[config.mk]
export PLATFORM = sky130hd
export DESIGN_NAME = control_unit
export DESIGN_NICKNAME = d
export VERILOG_FILES = /design/src/mips_ctrl_pkg.sv /design/src/instr_decoder.sv /design/src/ctrl_sequencer.sv /design/src/ctrl_signal_gen.sv /design/src/control_unit.sv
export SDC_FILE = /design/constraint.sdc
export NUM_CORES = 1
export LEC_CHECK = 0
export ABC_CLOCK_PERIOD_IN_PS = 1500
export BUFFER_PORTS_ARGS = -buffer_cell sky130_fd_sc_hd__buf_4
export CAP_MARGIN = 25
export CORE_MARGIN = 2
export CORE_UTILIZATION = 41
export DETAILED_ROUTE_END_ITERATION = 8
export GPL_TIMING_DRIVEN = 0
export PLACE_DENSITY_LB_ADDON = 0.25
export SYNTH_ARGS = -nofsm -noshare
export SYNTH_HDL_FRONTEND = slang
export SYNTH_SLANG_ARGS = --single-unit
[constraint.sdc]
create_clock -name clk -period 1.5 [get_ports clk]
set_clock_uncertainty 0.15 [all_clocks]
set_input_delay 0.3 -clock clk [delete_from_list [all_inputs] [get_ports clk]]
set_output_delay 0.3 -clock clk [all_outputs]
set_load 0.03 [all_outputs]
[src/mips_ctrl_pkg.sv]
package mips_ctrl_pkg;

    // Primary opcode field, instr[31:26]
    typedef enum logic [5:0] {
        OP_R_TYPE = 6'b000000,
        OP_J      = 6'b000010,
        OP_JAL    = 6'b000011,
        OP_BEQ    = 6'b000100,
        OP_BNE    = 6'b000101,
        OP_ADDI   = 6'b001000,
        OP_SLTI   = 6'b001010,
        OP_ANDI   = 6'b001100,
        OP_ORI    = 6'b001101,
        OP_LW     = 6'b100011,
        OP_SW     = 6'b101011
    } opcode_t;

    // Function field of R-type, instr[5:0]
    typedef enum logic [5:0] {
        FN_JR  = 6'b001000,
        FN_ADD = 6'b100000,
        FN_SUB = 6'b100010,
        FN_AND = 6'b100100,
        FN_OR  = 6'b100101,
        FN_SLT = 6'b101010
    } funct_t;

    typedef enum logic [3:0] {
        CLS_R_ALU,
        CLS_I_ALU,
        CLS_BRANCH,
        CLS_LOAD,
        CLS_STORE,
        CLS_JUMP,
        CLS_JUMP_LINK,
        CLS_JUMP_REG,
        CLS_ILLEGAL
    } instr_class_t;

    typedef enum logic [4:0] {
        S_RESET_START,
        S_FETCH,
        S_DECODE,
        S_R_EXEC,
        S_R_WB,
        S_I_EXEC,
        S_I_WB,
        S_BRANCH,
        S_MEM_ADDR,
        S_LOAD_MEM,
        S_LOAD_WB,
        S_STORE_MEM,
        S_JUMP,
        S_JUMP_LINK,
        S_JUMP_REG,
        S_ILLEGAL_EXC,
        S_OVERFLOW_EXC
    } state_t;

    // Encodings as seen by the ALU
    typedef enum logic [2:0] {
        ALU_NONE = 3'b000,
        ALU_ADD  = 3'b001,
        ALU_SUB  = 3'b010,
        ALU_AND  = 3'b011,
        ALU_OR   = 3'b100,
        ALU_SLT  = 3'b101
    } alu_op_t;

    typedef enum logic {ALU_A_PC = 1'b0, ALU_A_REG = 1'b1} alu_src_a_t;

    typedef enum logic [1:0] {
        ALU_B_REG         = 2'b00,
        ALU_B_FOUR        = 2'b01,
        ALU_B_IMM         = 2'b10,
        ALU_B_IMM_SHIFTED = 2'b11
    } alu_src_b_t;

    typedef enum logic [1:0] {
        PC_ALU_RESULT = 2'b00, // Straight from the ALU, PC + 4
        PC_ALU_OUT    = 2'b01, // Target latched in ALUOut
        PC_REG_A      = 2'b10,
        PC_EXC_VECTOR = 2'b11
    } pc_src_t;

    typedef enum logic [1:0] {DATA_ALU_OUT = 2'b00, DATA_MDR = 2'b01, DATA_PC = 2'b10} data_src_t;

    typedef enum logic [1:0] {DST_RT = 2'b00, DST_RD = 2'b01, DST_R31 = 2'b11} reg_dst_t;

    typedef enum logic {CAUSE_OVERFLOW = 1'b0, CAUSE_ILLEGAL = 1'b1} cause_t;

endpackage

[src/instr_decoder.sv]
`timescale 1ns/1ps

module instr_decoder (
    input  mips_ctrl_pkg::opcode_t      opcode,
    input  mips_ctrl_pkg::funct_t       funct,
    output mips_ctrl_pkg::instr_class_t instr_class,
    output mips_ctrl_pkg::alu_op_t      alu_op,
    output logic                        trap_ovf,
    output logic                        branch_ne
);

    always_comb begin
        instr_class = mips_ctrl_pkg::CLS_ILLEGAL; // Anything not listed below
        alu_op      = mips_ctrl_pkg::ALU_NONE;
        trap_ovf    = 1'b0;
        branch_ne   = 1'b0;

        case (opcode)
            mips_ctrl_pkg::OP_R_TYPE: begin
                instr_class = mips_ctrl_pkg::CLS_R_ALU;
                case (funct)
                    mips_ctrl_pkg::FN_ADD: begin
                        alu_op   = mips_ctrl_pkg::ALU_ADD;
                        trap_ovf = 1'b1;
                    end
                    mips_ctrl_pkg::FN_SUB: begin
                        alu_op   = mips_ctrl_pkg::ALU_SUB;
                        trap_ovf = 1'b1;
                    end
                    mips_ctrl_pkg::FN_AND: alu_op = mips_ctrl_pkg::ALU_AND;
                    mips_ctrl_pkg::FN_OR:  alu_op = mips_ctrl_pkg::ALU_OR;
                    mips_ctrl_pkg::FN_SLT: alu_op = mips_ctrl_pkg::ALU_SLT;
                    mips_ctrl_pkg::FN_JR:  instr_class = mips_ctrl_pkg::CLS_JUMP_REG;
                    default:               instr_class = mips_ctrl_pkg::CLS_ILLEGAL;
                endcase
            end

            // Immediate arithmetic never traps
            mips_ctrl_pkg::OP_ADDI: begin
                instr_class = mips_ctrl_pkg::CLS_I_ALU;
                alu_op      = mips_ctrl_pkg::ALU_ADD;
            end
            mips_ctrl_pkg::OP_ANDI: begin
                instr_class = mips_ctrl_pkg::CLS_I_ALU;
                alu_op      = mips_ctrl_pkg::ALU_AND;
            end
            mips_ctrl_pkg::OP_ORI: begin
                instr_class = mips_ctrl_pkg::CLS_I_ALU;
                alu_op      = mips_ctrl_pkg::ALU_OR;
            end
            mips_ctrl_pkg::OP_SLTI: begin
                instr_class = mips_ctrl_pkg::CLS_I_ALU;
                alu_op      = mips_ctrl_pkg::ALU_SLT;
            end

            mips_ctrl_pkg::OP_BEQ, mips_ctrl_pkg::OP_BNE: begin
                instr_class = mips_ctrl_pkg::CLS_BRANCH;
                alu_op      = mips_ctrl_pkg::ALU_SUB; // Compare A and B
                branch_ne   = (opcode == mips_ctrl_pkg::OP_BNE);
            end

            mips_ctrl_pkg::OP_LW:  instr_class = mips_ctrl_pkg::CLS_LOAD;
            mips_ctrl_pkg::OP_SW:  instr_class = mips_ctrl_pkg::CLS_STORE;
            mips_ctrl_pkg::OP_J:   instr_class = mips_ctrl_pkg::CLS_JUMP;
            mips_ctrl_pkg::OP_JAL: instr_class = mips_ctrl_pkg::CLS_JUMP_LINK;
            default:               instr_class = mips_ctrl_pkg::CLS_ILLEGAL;
        endcase
    end

endmodule

[src/ctrl_sequencer.sv]
`timescale 1ns/1ps

module ctrl_sequencer (
    input  logic                        clk,
    input  logic                        reset,
    input  mips_ctrl_pkg::instr_class_t instr_class,
    input  logic                        trap_ovf,
    input  logic                        overflow,
    output mips_ctrl_pkg::state_t       state
);

    mips_ctrl_pkg::state_t state_next;

    always_ff @(posedge clk or posedge reset) begin
        if (reset) begin
            state <= mips_ctrl_pkg::S_RESET_START;
        end else begin
            state <= state_next;
        end
    end

    always_comb begin
        state_next = mips_ctrl_pkg::S_FETCH; // Terminal states fall back here

        case (state)
            mips_ctrl_pkg::S_RESET_START: state_next = mips_ctrl_pkg::S_FETCH;
            mips_ctrl_pkg::S_FETCH:       state_next = mips_ctrl_pkg::S_DECODE;

            mips_ctrl_pkg::S_DECODE: begin
                case (instr_class)
                    mips_ctrl_pkg::CLS_R_ALU:     state_next = mips_ctrl_pkg::S_R_EXEC;
                    mips_ctrl_pkg::CLS_I_ALU:     state_next = mips_ctrl_pkg::S_I_EXEC;
                    mips_ctrl_pkg::CLS_BRANCH:    state_next = mips_ctrl_pkg::S_BRANCH;
                    mips_ctrl_pkg::CLS_LOAD,
                    mips_ctrl_pkg::CLS_STORE:     state_next = mips_ctrl_pkg::S_MEM_ADDR;
                    mips_ctrl_pkg::CLS_JUMP:      state_next = mips_ctrl_pkg::S_JUMP;
                    mips_ctrl_pkg::CLS_JUMP_LINK: state_next = mips_ctrl_pkg::S_JUMP_LINK;
                    mips_ctrl_pkg::CLS_JUMP_REG:  state_next = mips_ctrl_pkg::S_JUMP_REG;
                    default:                      state_next = mips_ctrl_pkg::S_ILLEGAL_EXC;
                endcase
            end

            // Only ADD and SUB may trap, AND/OR/SLT ignore the flag
            mips_ctrl_pkg::S_R_EXEC: begin
                if (trap_ovf && overflow) begin
                    state_next = mips_ctrl_pkg::S_OVERFLOW_EXC;
                end else begin
                    state_next = mips_ctrl_pkg::S_R_WB;
                end
            end

            mips_ctrl_pkg::S_I_EXEC: state_next = mips_ctrl_pkg::S_I_WB;

            mips_ctrl_pkg::S_MEM_ADDR: begin
                if (instr_class == mips_ctrl_pkg::CLS_LOAD) begin
                    state_next = mips_ctrl_pkg::S_LOAD_MEM;
                end else begin
                    state_next = mips_ctrl_pkg::S_STORE_MEM;
                end
            end

            mips_ctrl_pkg::S_LOAD_MEM: state_next = mips_ctrl_pkg::S_LOAD_WB;

            // R_WB, I_WB, BRANCH, LOAD_WB, STORE_MEM, jumps and exceptions
            default: state_next = mips_ctrl_pkg::S_FETCH;
        endcase
    end

endmodule

[src/ctrl_signal_gen.sv]
`timescale 1ns/1ps

module ctrl_signal_gen (
    input  mips_ctrl_pkg::state_t     state,
    input  mips_ctrl_pkg::alu_op_t    alu_op_in,
    input  logic                      branch_ne,
    input  logic                      zero,
    output logic                      iord,
    output logic                      mem_wr,
    output logic                      ir_wr,
    output logic                      reg_wr,
    output logic                      wr_a,
    output logic                      wr_b,
    output logic                      alu_out_wr,
    output logic                      pc_wr,
    output logic                      epc_wr,
    output logic                      reset_out,
    output mips_ctrl_pkg::cause_t     cause,
    output mips_ctrl_pkg::reg_dst_t   reg_dst,
    output mips_ctrl_pkg::alu_src_a_t alu_src_a,
    output mips_ctrl_pkg::alu_src_b_t alu_src_b,
    output mips_ctrl_pkg::alu_op_t    alu_op,
    output mips_ctrl_pkg::pc_src_t    pc_src,
    output mips_ctrl_pkg::data_src_t  data_src
);

    always_comb begin
        // Neutral values, all enables off
        iord       = 1'b0;
        mem_wr     = 1'b0;
        ir_wr      = 1'b0;
        reg_wr     = 1'b0;
        wr_a       = 1'b0;
        wr_b       = 1'b0;
        alu_out_wr = 1'b0;
        pc_wr      = 1'b0;
        epc_wr     = 1'b0;
        reset_out  = 1'b0;
        cause      = mips_ctrl_pkg::CAUSE_OVERFLOW;
        reg_dst    = mips_ctrl_pkg::DST_RT;
        alu_src_a  = mips_ctrl_pkg::ALU_A_PC;
        alu_src_b  = mips_ctrl_pkg::ALU_B_REG;
        alu_op     = mips_ctrl_pkg::ALU_NONE;
        pc_src     = mips_ctrl_pkg::PC_ALU_RESULT;
        data_src   = mips_ctrl_pkg::DATA_ALU_OUT;

        case (state)
            mips_ctrl_pkg::S_RESET_START: reset_out = 1'b1;

            // IR <= Mem[PC], PC <= PC + 4
            mips_ctrl_pkg::S_FETCH: begin
                alu_src_b  = mips_ctrl_pkg::ALU_B_FOUR;
                alu_op     = mips_ctrl_pkg::ALU_ADD;
                alu_out_wr = 1'b1;
                ir_wr      = 1'b1;
                pc_wr      = 1'b1;
            end

            // Branch target computed speculatively while A and B load
            mips_ctrl_pkg::S_DECODE: begin
                wr_a       = 1'b1;
                wr_b       = 1'b1;
                alu_src_b  = mips_ctrl_pkg::ALU_B_IMM_SHIFTED;
                alu_op     = mips_ctrl_pkg::ALU_ADD;
                alu_out_wr = 1'b1;
            end

            mips_ctrl_pkg::S_R_EXEC: begin
                alu_src_a  = mips_ctrl_pkg::ALU_A_REG;
                alu_op     = alu_op_in;
                alu_out_wr = 1'b1;
            end
            mips_ctrl_pkg::S_R_WB: begin
                reg_dst = mips_ctrl_pkg::DST_RD;
                reg_wr  = 1'b1;
            end

            mips_ctrl_pkg::S_I_EXEC: begin
                alu_src_a  = mips_ctrl_pkg::ALU_A_REG;
                alu_src_b  = mips_ctrl_pkg::ALU_B_IMM;
                alu_op     = alu_op_in;
                alu_out_wr = 1'b1;
            end
            mips_ctrl_pkg::S_I_WB: reg_wr = 1'b1; // rt <= ALUOut

            // ALUOut still holds the target, so it is not overwritten here
            mips_ctrl_pkg::S_BRANCH: begin
                alu_src_a = mips_ctrl_pkg::ALU_A_REG;
                alu_op    = alu_op_in;
                pc_src    = mips_ctrl_pkg::PC_ALU_OUT;
                pc_wr     = branch_ne ? ~zero : zero;
            end

            mips_ctrl_pkg::S_MEM_ADDR: begin
                alu_src_a  = mips_ctrl_pkg::ALU_A_REG;
                alu_src_b  = mips_ctrl_pkg::ALU_B_IMM;
                alu_op     = mips_ctrl_pkg::ALU_ADD;
                alu_out_wr = 1'b1;
            end
            mips_ctrl_pkg::S_LOAD_MEM: iord = 1'b1; // MDR <= Mem[ALUOut]
            mips_ctrl_pkg::S_LOAD_WB: begin
                data_src = mips_ctrl_pkg::DATA_MDR;
                reg_wr   = 1'b1;
            end
            mips_ctrl_pkg::S_STORE_MEM: begin
                iord   = 1'b1;
                mem_wr = 1'b1;
            end

            mips_ctrl_pkg::S_JUMP: begin
                pc_src = mips_ctrl_pkg::PC_ALU_OUT;
                pc_wr  = 1'b1;
            end
            mips_ctrl_pkg::S_JUMP_LINK: begin
                data_src = mips_ctrl_pkg::DATA_PC; // Return address, PC already advanced
                reg_dst  = mips_ctrl_pkg::DST_R31;
                reg_wr   = 1'b1;
                pc_src   = mips_ctrl_pkg::PC_ALU_OUT;
                pc_wr    = 1'b1;
            end
            mips_ctrl_pkg::S_JUMP_REG: begin
                pc_src = mips_ctrl_pkg::PC_REG_A;
                pc_wr  = 1'b1;
            end

            mips_ctrl_pkg::S_ILLEGAL_EXC: begin
                epc_wr = 1'b1;
                cause  = mips_ctrl_pkg::CAUSE_ILLEGAL;
                pc_src = mips_ctrl_pkg::PC_EXC_VECTOR;
                pc_wr  = 1'b1;
            end
            mips_ctrl_pkg::S_OVERFLOW_EXC: begin
                epc_wr = 1'b1;
                cause  = mips_ctrl_pkg::CAUSE_OVERFLOW;
                pc_src = mips_ctrl_pkg::PC_EXC_VECTOR;
                pc_wr  = 1'b1;
            end

            default: ;
        endcase
    end

endmodule

[src/control_unit.sv]
`timescale 1ns/1ps

module control_unit (
    input  logic                      clk,
    input  logic                      reset,
    input  mips_ctrl_pkg::opcode_t    opcode,   // From IR, valid DECODE to next FETCH
    input  mips_ctrl_pkg::funct_t     funct,
    input  logic                      overflow,
    input  logic                      zero,
    output logic                      iord,
    output logic                      mem_wr,
    output logic                      ir_wr,
    output logic                      reg_wr,
    output logic                      wr_a,
    output logic                      wr_b,
    output logic                      alu_out_wr,
    output logic                      pc_wr,
    output logic                      epc_wr,
    output logic                      reset_out,
    output mips_ctrl_pkg::cause_t     cause,
    output mips_ctrl_pkg::reg_dst_t   reg_dst,
    output mips_ctrl_pkg::alu_src_a_t alu_src_a,
    output mips_ctrl_pkg::alu_src_b_t alu_src_b,
    output mips_ctrl_pkg::alu_op_t    alu_op,
    output mips_ctrl_pkg::pc_src_t    pc_src,
    output mips_ctrl_pkg::data_src_t  data_src
);

    mips_ctrl_pkg::instr_class_t instr_class;
    mips_ctrl_pkg::alu_op_t      dec_alu_op;
    mips_ctrl_pkg::state_t       state;
    logic                        trap_ovf;
    logic                        branch_ne;

    instr_decoder decoder_inst (
        .opcode      (opcode),
        .funct       (funct),
        .instr_class (instr_class),
        .alu_op      (dec_alu_op),
        .trap_ovf    (trap_ovf),
        .branch_ne   (branch_ne)
    );

    ctrl_sequencer sequencer_inst (
        .clk         (clk),
        .reset       (reset),
        .instr_class (instr_class),
        .trap_ovf    (trap_ovf),
        .overflow    (overflow),
        .state       (state)
    );

    // Moore outputs apart from the branch decision
    ctrl_signal_gen signal_gen_inst (
        .state      (state),
        .alu_op_in  (dec_alu_op),
        .branch_ne  (branch_ne),
        .zero       (zero),
        .iord       (iord),
        .mem_wr     (mem_wr),
        .ir_wr      (ir_wr),
        .reg_wr     (reg_wr),
        .wr_a       (wr_a),
        .wr_b       (wr_b),
        .alu_out_wr (alu_out_wr),
        .pc_wr      (pc_wr),
        .epc_wr     (epc_wr),
        .reset_out  (reset_out),
        .cause      (cause),
        .reg_dst    (reg_dst),
        .alu_src_a  (alu_src_a),
        .alu_src_b  (alu_src_b),
        .alu_op     (alu_op),
        .pc_src     (pc_src),
        .data_src   (data_src)
    );

endmodule

==> results.txt, run 1 <==
----------------------------------------------------
[Status]
  Status ... did not finish
  Last stage ... clock tree synthesis (4_1_cts)
  First error line in the log ... [ERROR DPL-0033] detailed placement checks failed during check placement.

[Clock network]
  Count of buffers added by post-CTS timing repair for setup ... 26
  Number of levels in the clock H-tree ... 1
  Hold-fix buffers at CTS ... 1
  Clock tree buffer depth ... 2
  Library cell used as clock root buffer ... sky130_fd_sc_hd__clkbuf_4
  Number of sinks on the clock net ... 5
  Number of buffers created by CTS ... 3
  Post-CTS sizing ... between 70 and 80

[Synthesis]
  Warnings, synthesis ... 0
  Post-Syn Instances ... 167
  Area contributors post-synth ... sky130_fd_sc_hd__dfrtp_1, sky130_fd_sc_hd__nor2_1, sky130_fd_sc_hd__nand2_1
  Netlist area before placement ... 1092 um2
  Number of flops mapped to enable cells by yosys ... 0
  Synthesized area per cell ... around 6.5 um2
  Commonest register cell after synthesis ... sky130_fd_sc_hd__dfrtp_1
  Cell variety after synth ... 46
  Top cell type by total area after synthesis ... sky130_fd_sc_hd__dfrtp_1
  Count of state elements after synthesis ... 5
  Proportion of register bits with asynchronous set or reset after synthesis ... 100.0%
  Synth Net Count ... 185
  Sequential-to-total area share from yosys stat ... 11.45%
  Fraction of synthesized cell area taken by the top area cell type ... 11.45%

[Placed design]
  Count of input and output buffers ... 34
  Placed cell count ... 231
  Placed wire-length estimate after detailed placement ... 2750 um
  Routability-driven placement congestion ratio ... just under 0.9
  Standard cell area after detailed placement ... 1824 um2

[Floorplan]
  Initial standard-cell utilization of the core ... 43.69%
  Number of rows created at floorplan ... 18
  Number of primary I/O pins ... 39
  Die height ... ~56 um
  Die Span X ... 55.62 um

----------------------------------------------------
[synth_stat cells (2+ instances only)]
cell type / instances
sky130_fd_sc_hd__nor4_1: 3
sky130_fd_sc_hd__nand2b_1: 6
sky130_fd_sc_hd__a21oi_1: 10
sky130_fd_sc_hd__o21ai_1: 3
sky130_fd_sc_hd__clkbuf_1: 4
sky130_fd_sc_hd__xor2_1: 2
sky130_fd_sc_hd__nor3_1: 9
sky130_fd_sc_hd__buf_4: 5
sky130_fd_sc_hd__ha_1: 2
sky130_fd_sc_hd__inv_1: 7
sky130_fd_sc_hd__a32oi_1: 2
sky130_fd_sc_hd__o22ai_1: 3
sky130_fd_sc_hd__nand3b_1: 2
sky130_fd_sc_hd__a31oi_1: 4
sky130_fd_sc_hd__dfrtp_1: 5
sky130_fd_sc_hd__nor2b_1: 4
sky130_fd_sc_hd__o21ai_0: 11
sky130_fd_sc_hd__or3_1: 2
sky130_fd_sc_hd__nor2_1: 28
sky130_fd_sc_hd__xnor2_1: 3
sky130_fd_sc_hd__nor4b_1: 2
sky130_fd_sc_hd__buf_1: 2
sky130_fd_sc_hd__o31ai_1: 3
sky130_fd_sc_hd__and2_1: 2
sky130_fd_sc_hd__mux2i_1: 3
sky130_fd_sc_hd__nand3_1: 6
sky130_fd_sc_hd__nand2_1: 15
[stage by stage]
| step | setup slack (ns) | hold WS, ns | TNS [ns] |
|---|---|---|---|
| floorplan | -0.3799 | -0.07148 | -2.717 |
| global placement | -0.5466 | 0.04954 | -5.192 |
| detailed placement | -0.6144 | 0.06468 | -5.913 |
[cells by family after synthesis]
family                   Yosys count  synth area share, %
buffers and inverters             20                9.393
flip-flops                         5                11.45
AND/OR/NAND/NOR                   88                42.73
AO/OA/AOI/OAI                     44                27.38
multiplexers                       3                2.749
XOR/XNOR                           5                4.010
adder cells (fa/ha/maj)            2                2.291
==> run 2, diff against run 1 <==
ABC_CLOCK_PERIOD_IN_PS = 1950   (was 1500)
CORE_UTILIZATION = 26   (was 41)
PLACE_DENSITY_LB_ADDON = 0.15   (was 0.25)
clock period = 1.95 ns   (was 1.5 ns; I/O delays follow)
==> run 2 against run 1 <==
- the flow now finishes, with violations (negative setup slack)
- synthesized cell count unchanged
- synthesized area unchanged
==> results.txt, run 2 <==
----------------------------------------------------
[Status]
  Status ... complete, but fails checks
  Failing checks ... negative setup slack

[STA]
  Setup violators final ... 11
  Share of the clock period used by the worst path after layout ... 106.8%
  Slew @ Worst Pin ... between 0.4 and 0.5 ns
  RSZ-0062 raised after global routing ... true
  Fin Setup TNS ... -0.7283 ns
  Max-slew violation count ... 0
  Post-route minimum period ... 2.082 ns
  Total count of hold-check failures in the final report ... 0
  Upper clock frequency limit ... 480.2 MHz
  Setup WS post-layout ... -0.1324 ns
  Slew margin rel. ... 70.67%

[Cells and area]
  Number of nets in the layout ... 250
  ANT cells ... 0
  Area added between synthesis and finish ... 95.88%
  Flip-flop count of the largest register after layout ... 5
  Top library cells by usage in the layout, fill and taps aside ... sky130_fd_sc_hd__buf_4, sky130_fd_sc_hd__nor2_1, sky130_fd_sc_hd__buf_6
  Top reg by flops ... sequencer_inst.state
  Fillers ... 389
  Leading registers by flop count ... sequencer_inst.state x5
  Leading cell type in the layout, fill and taps excluded ... sky130_fd_sc_hd__buf_4
  Ratio of cells with drive above 1 in the final layout ... 58.44%
  Final Util ... 53.11%
  Final cell count without fillers ... 281

[Clock network]
  Number of sinks on the clock net ... 5
  CTS tree ... yes
  Clock tree buffer depth ... 2
  Library cell used as clock root buffer ... sky130_fd_sc_hd__clkbuf_8
  CTS clk-pin slew, worst paths ... 0.04 ns
  Insertion delay of the later-clocked pin in the worst-skew pair ... 0.23 ns
  Number of buffers created by CTS ... 3
  Number of levels in the clock H-tree ... 1

[Worst setup path]
  Largest fanout on the critical path ... 5
  Depth of the worst register-to-register path ... 6
  Setup crit start kind ... flip-flop
  Register-to-register path setup slack ... 0.22 ns
  Data arrival time at the worst-slack endpoint ... around 1.5 ns
  Cell type of the slowest stage on the worst timing path ... sky130_fd_sc_hd__dfrtp_2
  Series of cell instances along the critical path ... nor2b_4 > o21ai_2 > a21oi_2 > nand3_2 > o31ai_4 > buf_6
  Buffers and inverters on the worst path ... 1
  Required time at the worst-slack endpoint ... ~1.4 ns
  Critical path's top delay family ... compound AO/OA/AOI/OAI gates
  Worst Setup End Kind ... primary output
  Crit path largest cell delay ... 0.41 ns
  Reg-to-Reg Start ... sequencer_inst.state[4]
  Category of the critical setup timing path ... flip-flop to primary output
  Capture point of the worst reg-to-reg path ... sequencer_inst.state[1]

[Run]
  Number of maximum-capacitance violations ... 0

[Floorplan]
  Area enclosed by the die boundary ... 4736 um2
  Number of rows created at floorplan ... 23
  Number of primary I/O pins ... 39
  Initial standard-cell utilization of the core ... 27.11%
  Die height ... around 70 um
  Placeable core region ... 4029 um2
  Die Span X ... 68.82 um

[Synthesis]
  Count of state elements after synthesis ... 5
  Post-Syn Instances ... 167
  Number of flops mapped to enable cells by yosys ... 0
  Netlist area before placement ... between 1000 and 1500 um2
  Fraction of synthesized cell area taken by the top area cell type ... between 10% and 20%
  Area contributors post-synth ... sky130_fd_sc_hd__dfrtp_1, sky130_fd_sc_hd__nor2_1, sky130_fd_sc_hd__nand2_1
  Warnings, synthesis ... 0
  Synthesized area per cell ... approximately 6.5 um2
  Proportion of register bits with asynchronous set or reset after synthesis ... 100.0%
  Cell variety after synth ... 46
  Top cells by count, synth ... sky130_fd_sc_hd__nor2_1, sky130_fd_sc_hd__nand2_1, sky130_fd_sc_hd__o21ai_0, sky130_fd_sc_hd__a21oi_1, sky130_fd_sc_hd__nor3_1
  Synth Net Count ... 185
  Sequential-to-total area share from yosys stat ... a little under an eighth
  Dominant cell by count in the synthesized netlist ... sky130_fd_sc_hd__nor2_1
  Commonest register cell after synthesis ... sky130_fd_sc_hd__dfrtp_1
  Top cell type by total area after synthesis ... sky130_fd_sc_hd__dfrtp_1

[Hold path]
  Worst hold path depth ... 3
  Min-delay src ... overflow
  Tightest Hold Check Type ... input port to flip-flop
  Worst Hold Path EP ... sequencer_inst.state[4]

[Routing]
  # DRC ... 0
  Count of routing violations after the opening detailed-route iteration ... between 60 and 70
  Vias per cell ... 5.078
  Wire per inst ... approximately 14 um
  Via count of the routed design ... approximately 1400
  Number of routed nets with antenna violations ... 0
  Total wire length ... 4017 um
  Number of search-and-repair iterations in the first detailed-routing pass ... 4

[Placed design]
  Placed cell count ... 251
  Placed wire-length estimate after detailed placement ... roughly 2500 um
  Routability-driven placement congestion ratio ... roughly 0.79
  Count of input and output buffers ... 34

[Pwr]
  Leakage power summed over all cells ... 0.0008976 uW
  IR drop worst, VDD ... roughly 520 uV
  Power per unit of standard cell area ... 1414 nW/um2

[Global routing]
  Remaining Overflow, GRT ... 0
  Number of global-route vias before repair ... 1200
  Total global routing track utilization ... 14.96%
  Wire length of the first global-routing pass ... 5451 um
  Antenna violations before repair ... 0
  Pin count of the biggest net entering global routing ... 11

----------------------------------------------------
## run 2: worst register-to-register path, cell delays in order (launching register included)
cell and delay, ns:
sky130_fd_sc_hd__dfrtp_2 0.45, sky130_fd_sc_hd__nand2b_4 0.16, sky130_fd_sc_hd__nor2_1 0.16, sky130_fd_sc_hd__nand2_2 0.11, sky130_fd_sc_hd__buf_4 0.17, sky130_fd_sc_hd__or3_1 0.37, sky130_fd_sc_hd__o2111ai_1 0.08
## run 2: worst max path at each step
stage                     slack (ns)  cells past startpoint                      end                     from
after CTS                      -0.13                      6                alu_op[0]  sequencer_inst.state[3]
after global placement         -0.27                     11  sequencer_inst.state[2]                 funct[2]
after floorplan                -0.14                      3                     iord  sequencer_inst.state[0]
after global routing           -0.20                      6                alu_op[0]  sequencer_inst.state[3]
after detailed placement       -0.26                     11  sequencer_inst.state[2]                 funct[2]
final                          -0.13                      6                alu_op[0]  sequencer_inst.state[0]
## run 2: kinds of logic (layout without fill, tap and decap cells)
family	Yosys count	in the layout	synth area share [%]
multiplexers	3	3	2.749
buffers and inverters	20	84	9.393
AND/OR/NAND/NOR	88	88	42.73
flip-flops	5	5	11.45
XOR/XNOR	5	5	4.010
AO/OA/AOI/OAI	44	44	27.38
adder cells (fa/ha/maj)	2	2	2.291
## run 2: stage by stage
step	cell area [um2]	power (uW)	hold WS [ns]	setup WS (ns)
after global placement	1508	1919	0.1522	-0.2734
final	2140	3024	0.4105	-0.1324
after global routing	2140	3194	0.4187	-0.2019
after detailed placement	1508	1915	0.1561	-0.2647
after CTS	1862	2495	0.3605	-0.1337
after floorplan	1190	1419	0.01852	-0.1392
## run 2: area by class of cell
cell class                      count  area (um2)  area share [%]
Buffer                             12       148.9           6.959
Timing Repair Buffer               61       559.3           26.14
Multi-Input combinational cell    142        1167           54.56
Inverter                            7       26.28           1.228
Sequential cell                     5       130.1           6.082
Tap cell                           50       62.56           2.924
Clock buffer                        4       45.04           2.105
## run 2: power breakdown
group          leakage (uW)  internal, uW  total (uW)  switching, uW
Combinational      0.000817          1220        2600           1380
Clock             0.0000228           141         197           55.9
Sequential        0.0000582           154         226           72.0
## run 2: per-layer routing
metal | vias up | GRT usage, % | wire length, um
li1 | 721 | - | -
met1 | 648 | 19.63 | 1662
met2 | 49 | 25.60 | 2089
met3 | 9 | 2.273 | 209
met4 | 0 | 3.676 | 55
met5 | - | 0 | 0
## run 2: timing repair
action / 4_1_cts / 5_1_grt
buffers inserted: 14 / 9
cloned: 0 / 4
pin swaps: 16 / 17
gates resized for setup: 58 / 34
endpoints found under the setup margin: 23 / 18
hold endpoints to repair: 5 / 0
hold buffers: 1 / 0
No activity file was read; power rests on OpenSTA's default activity.
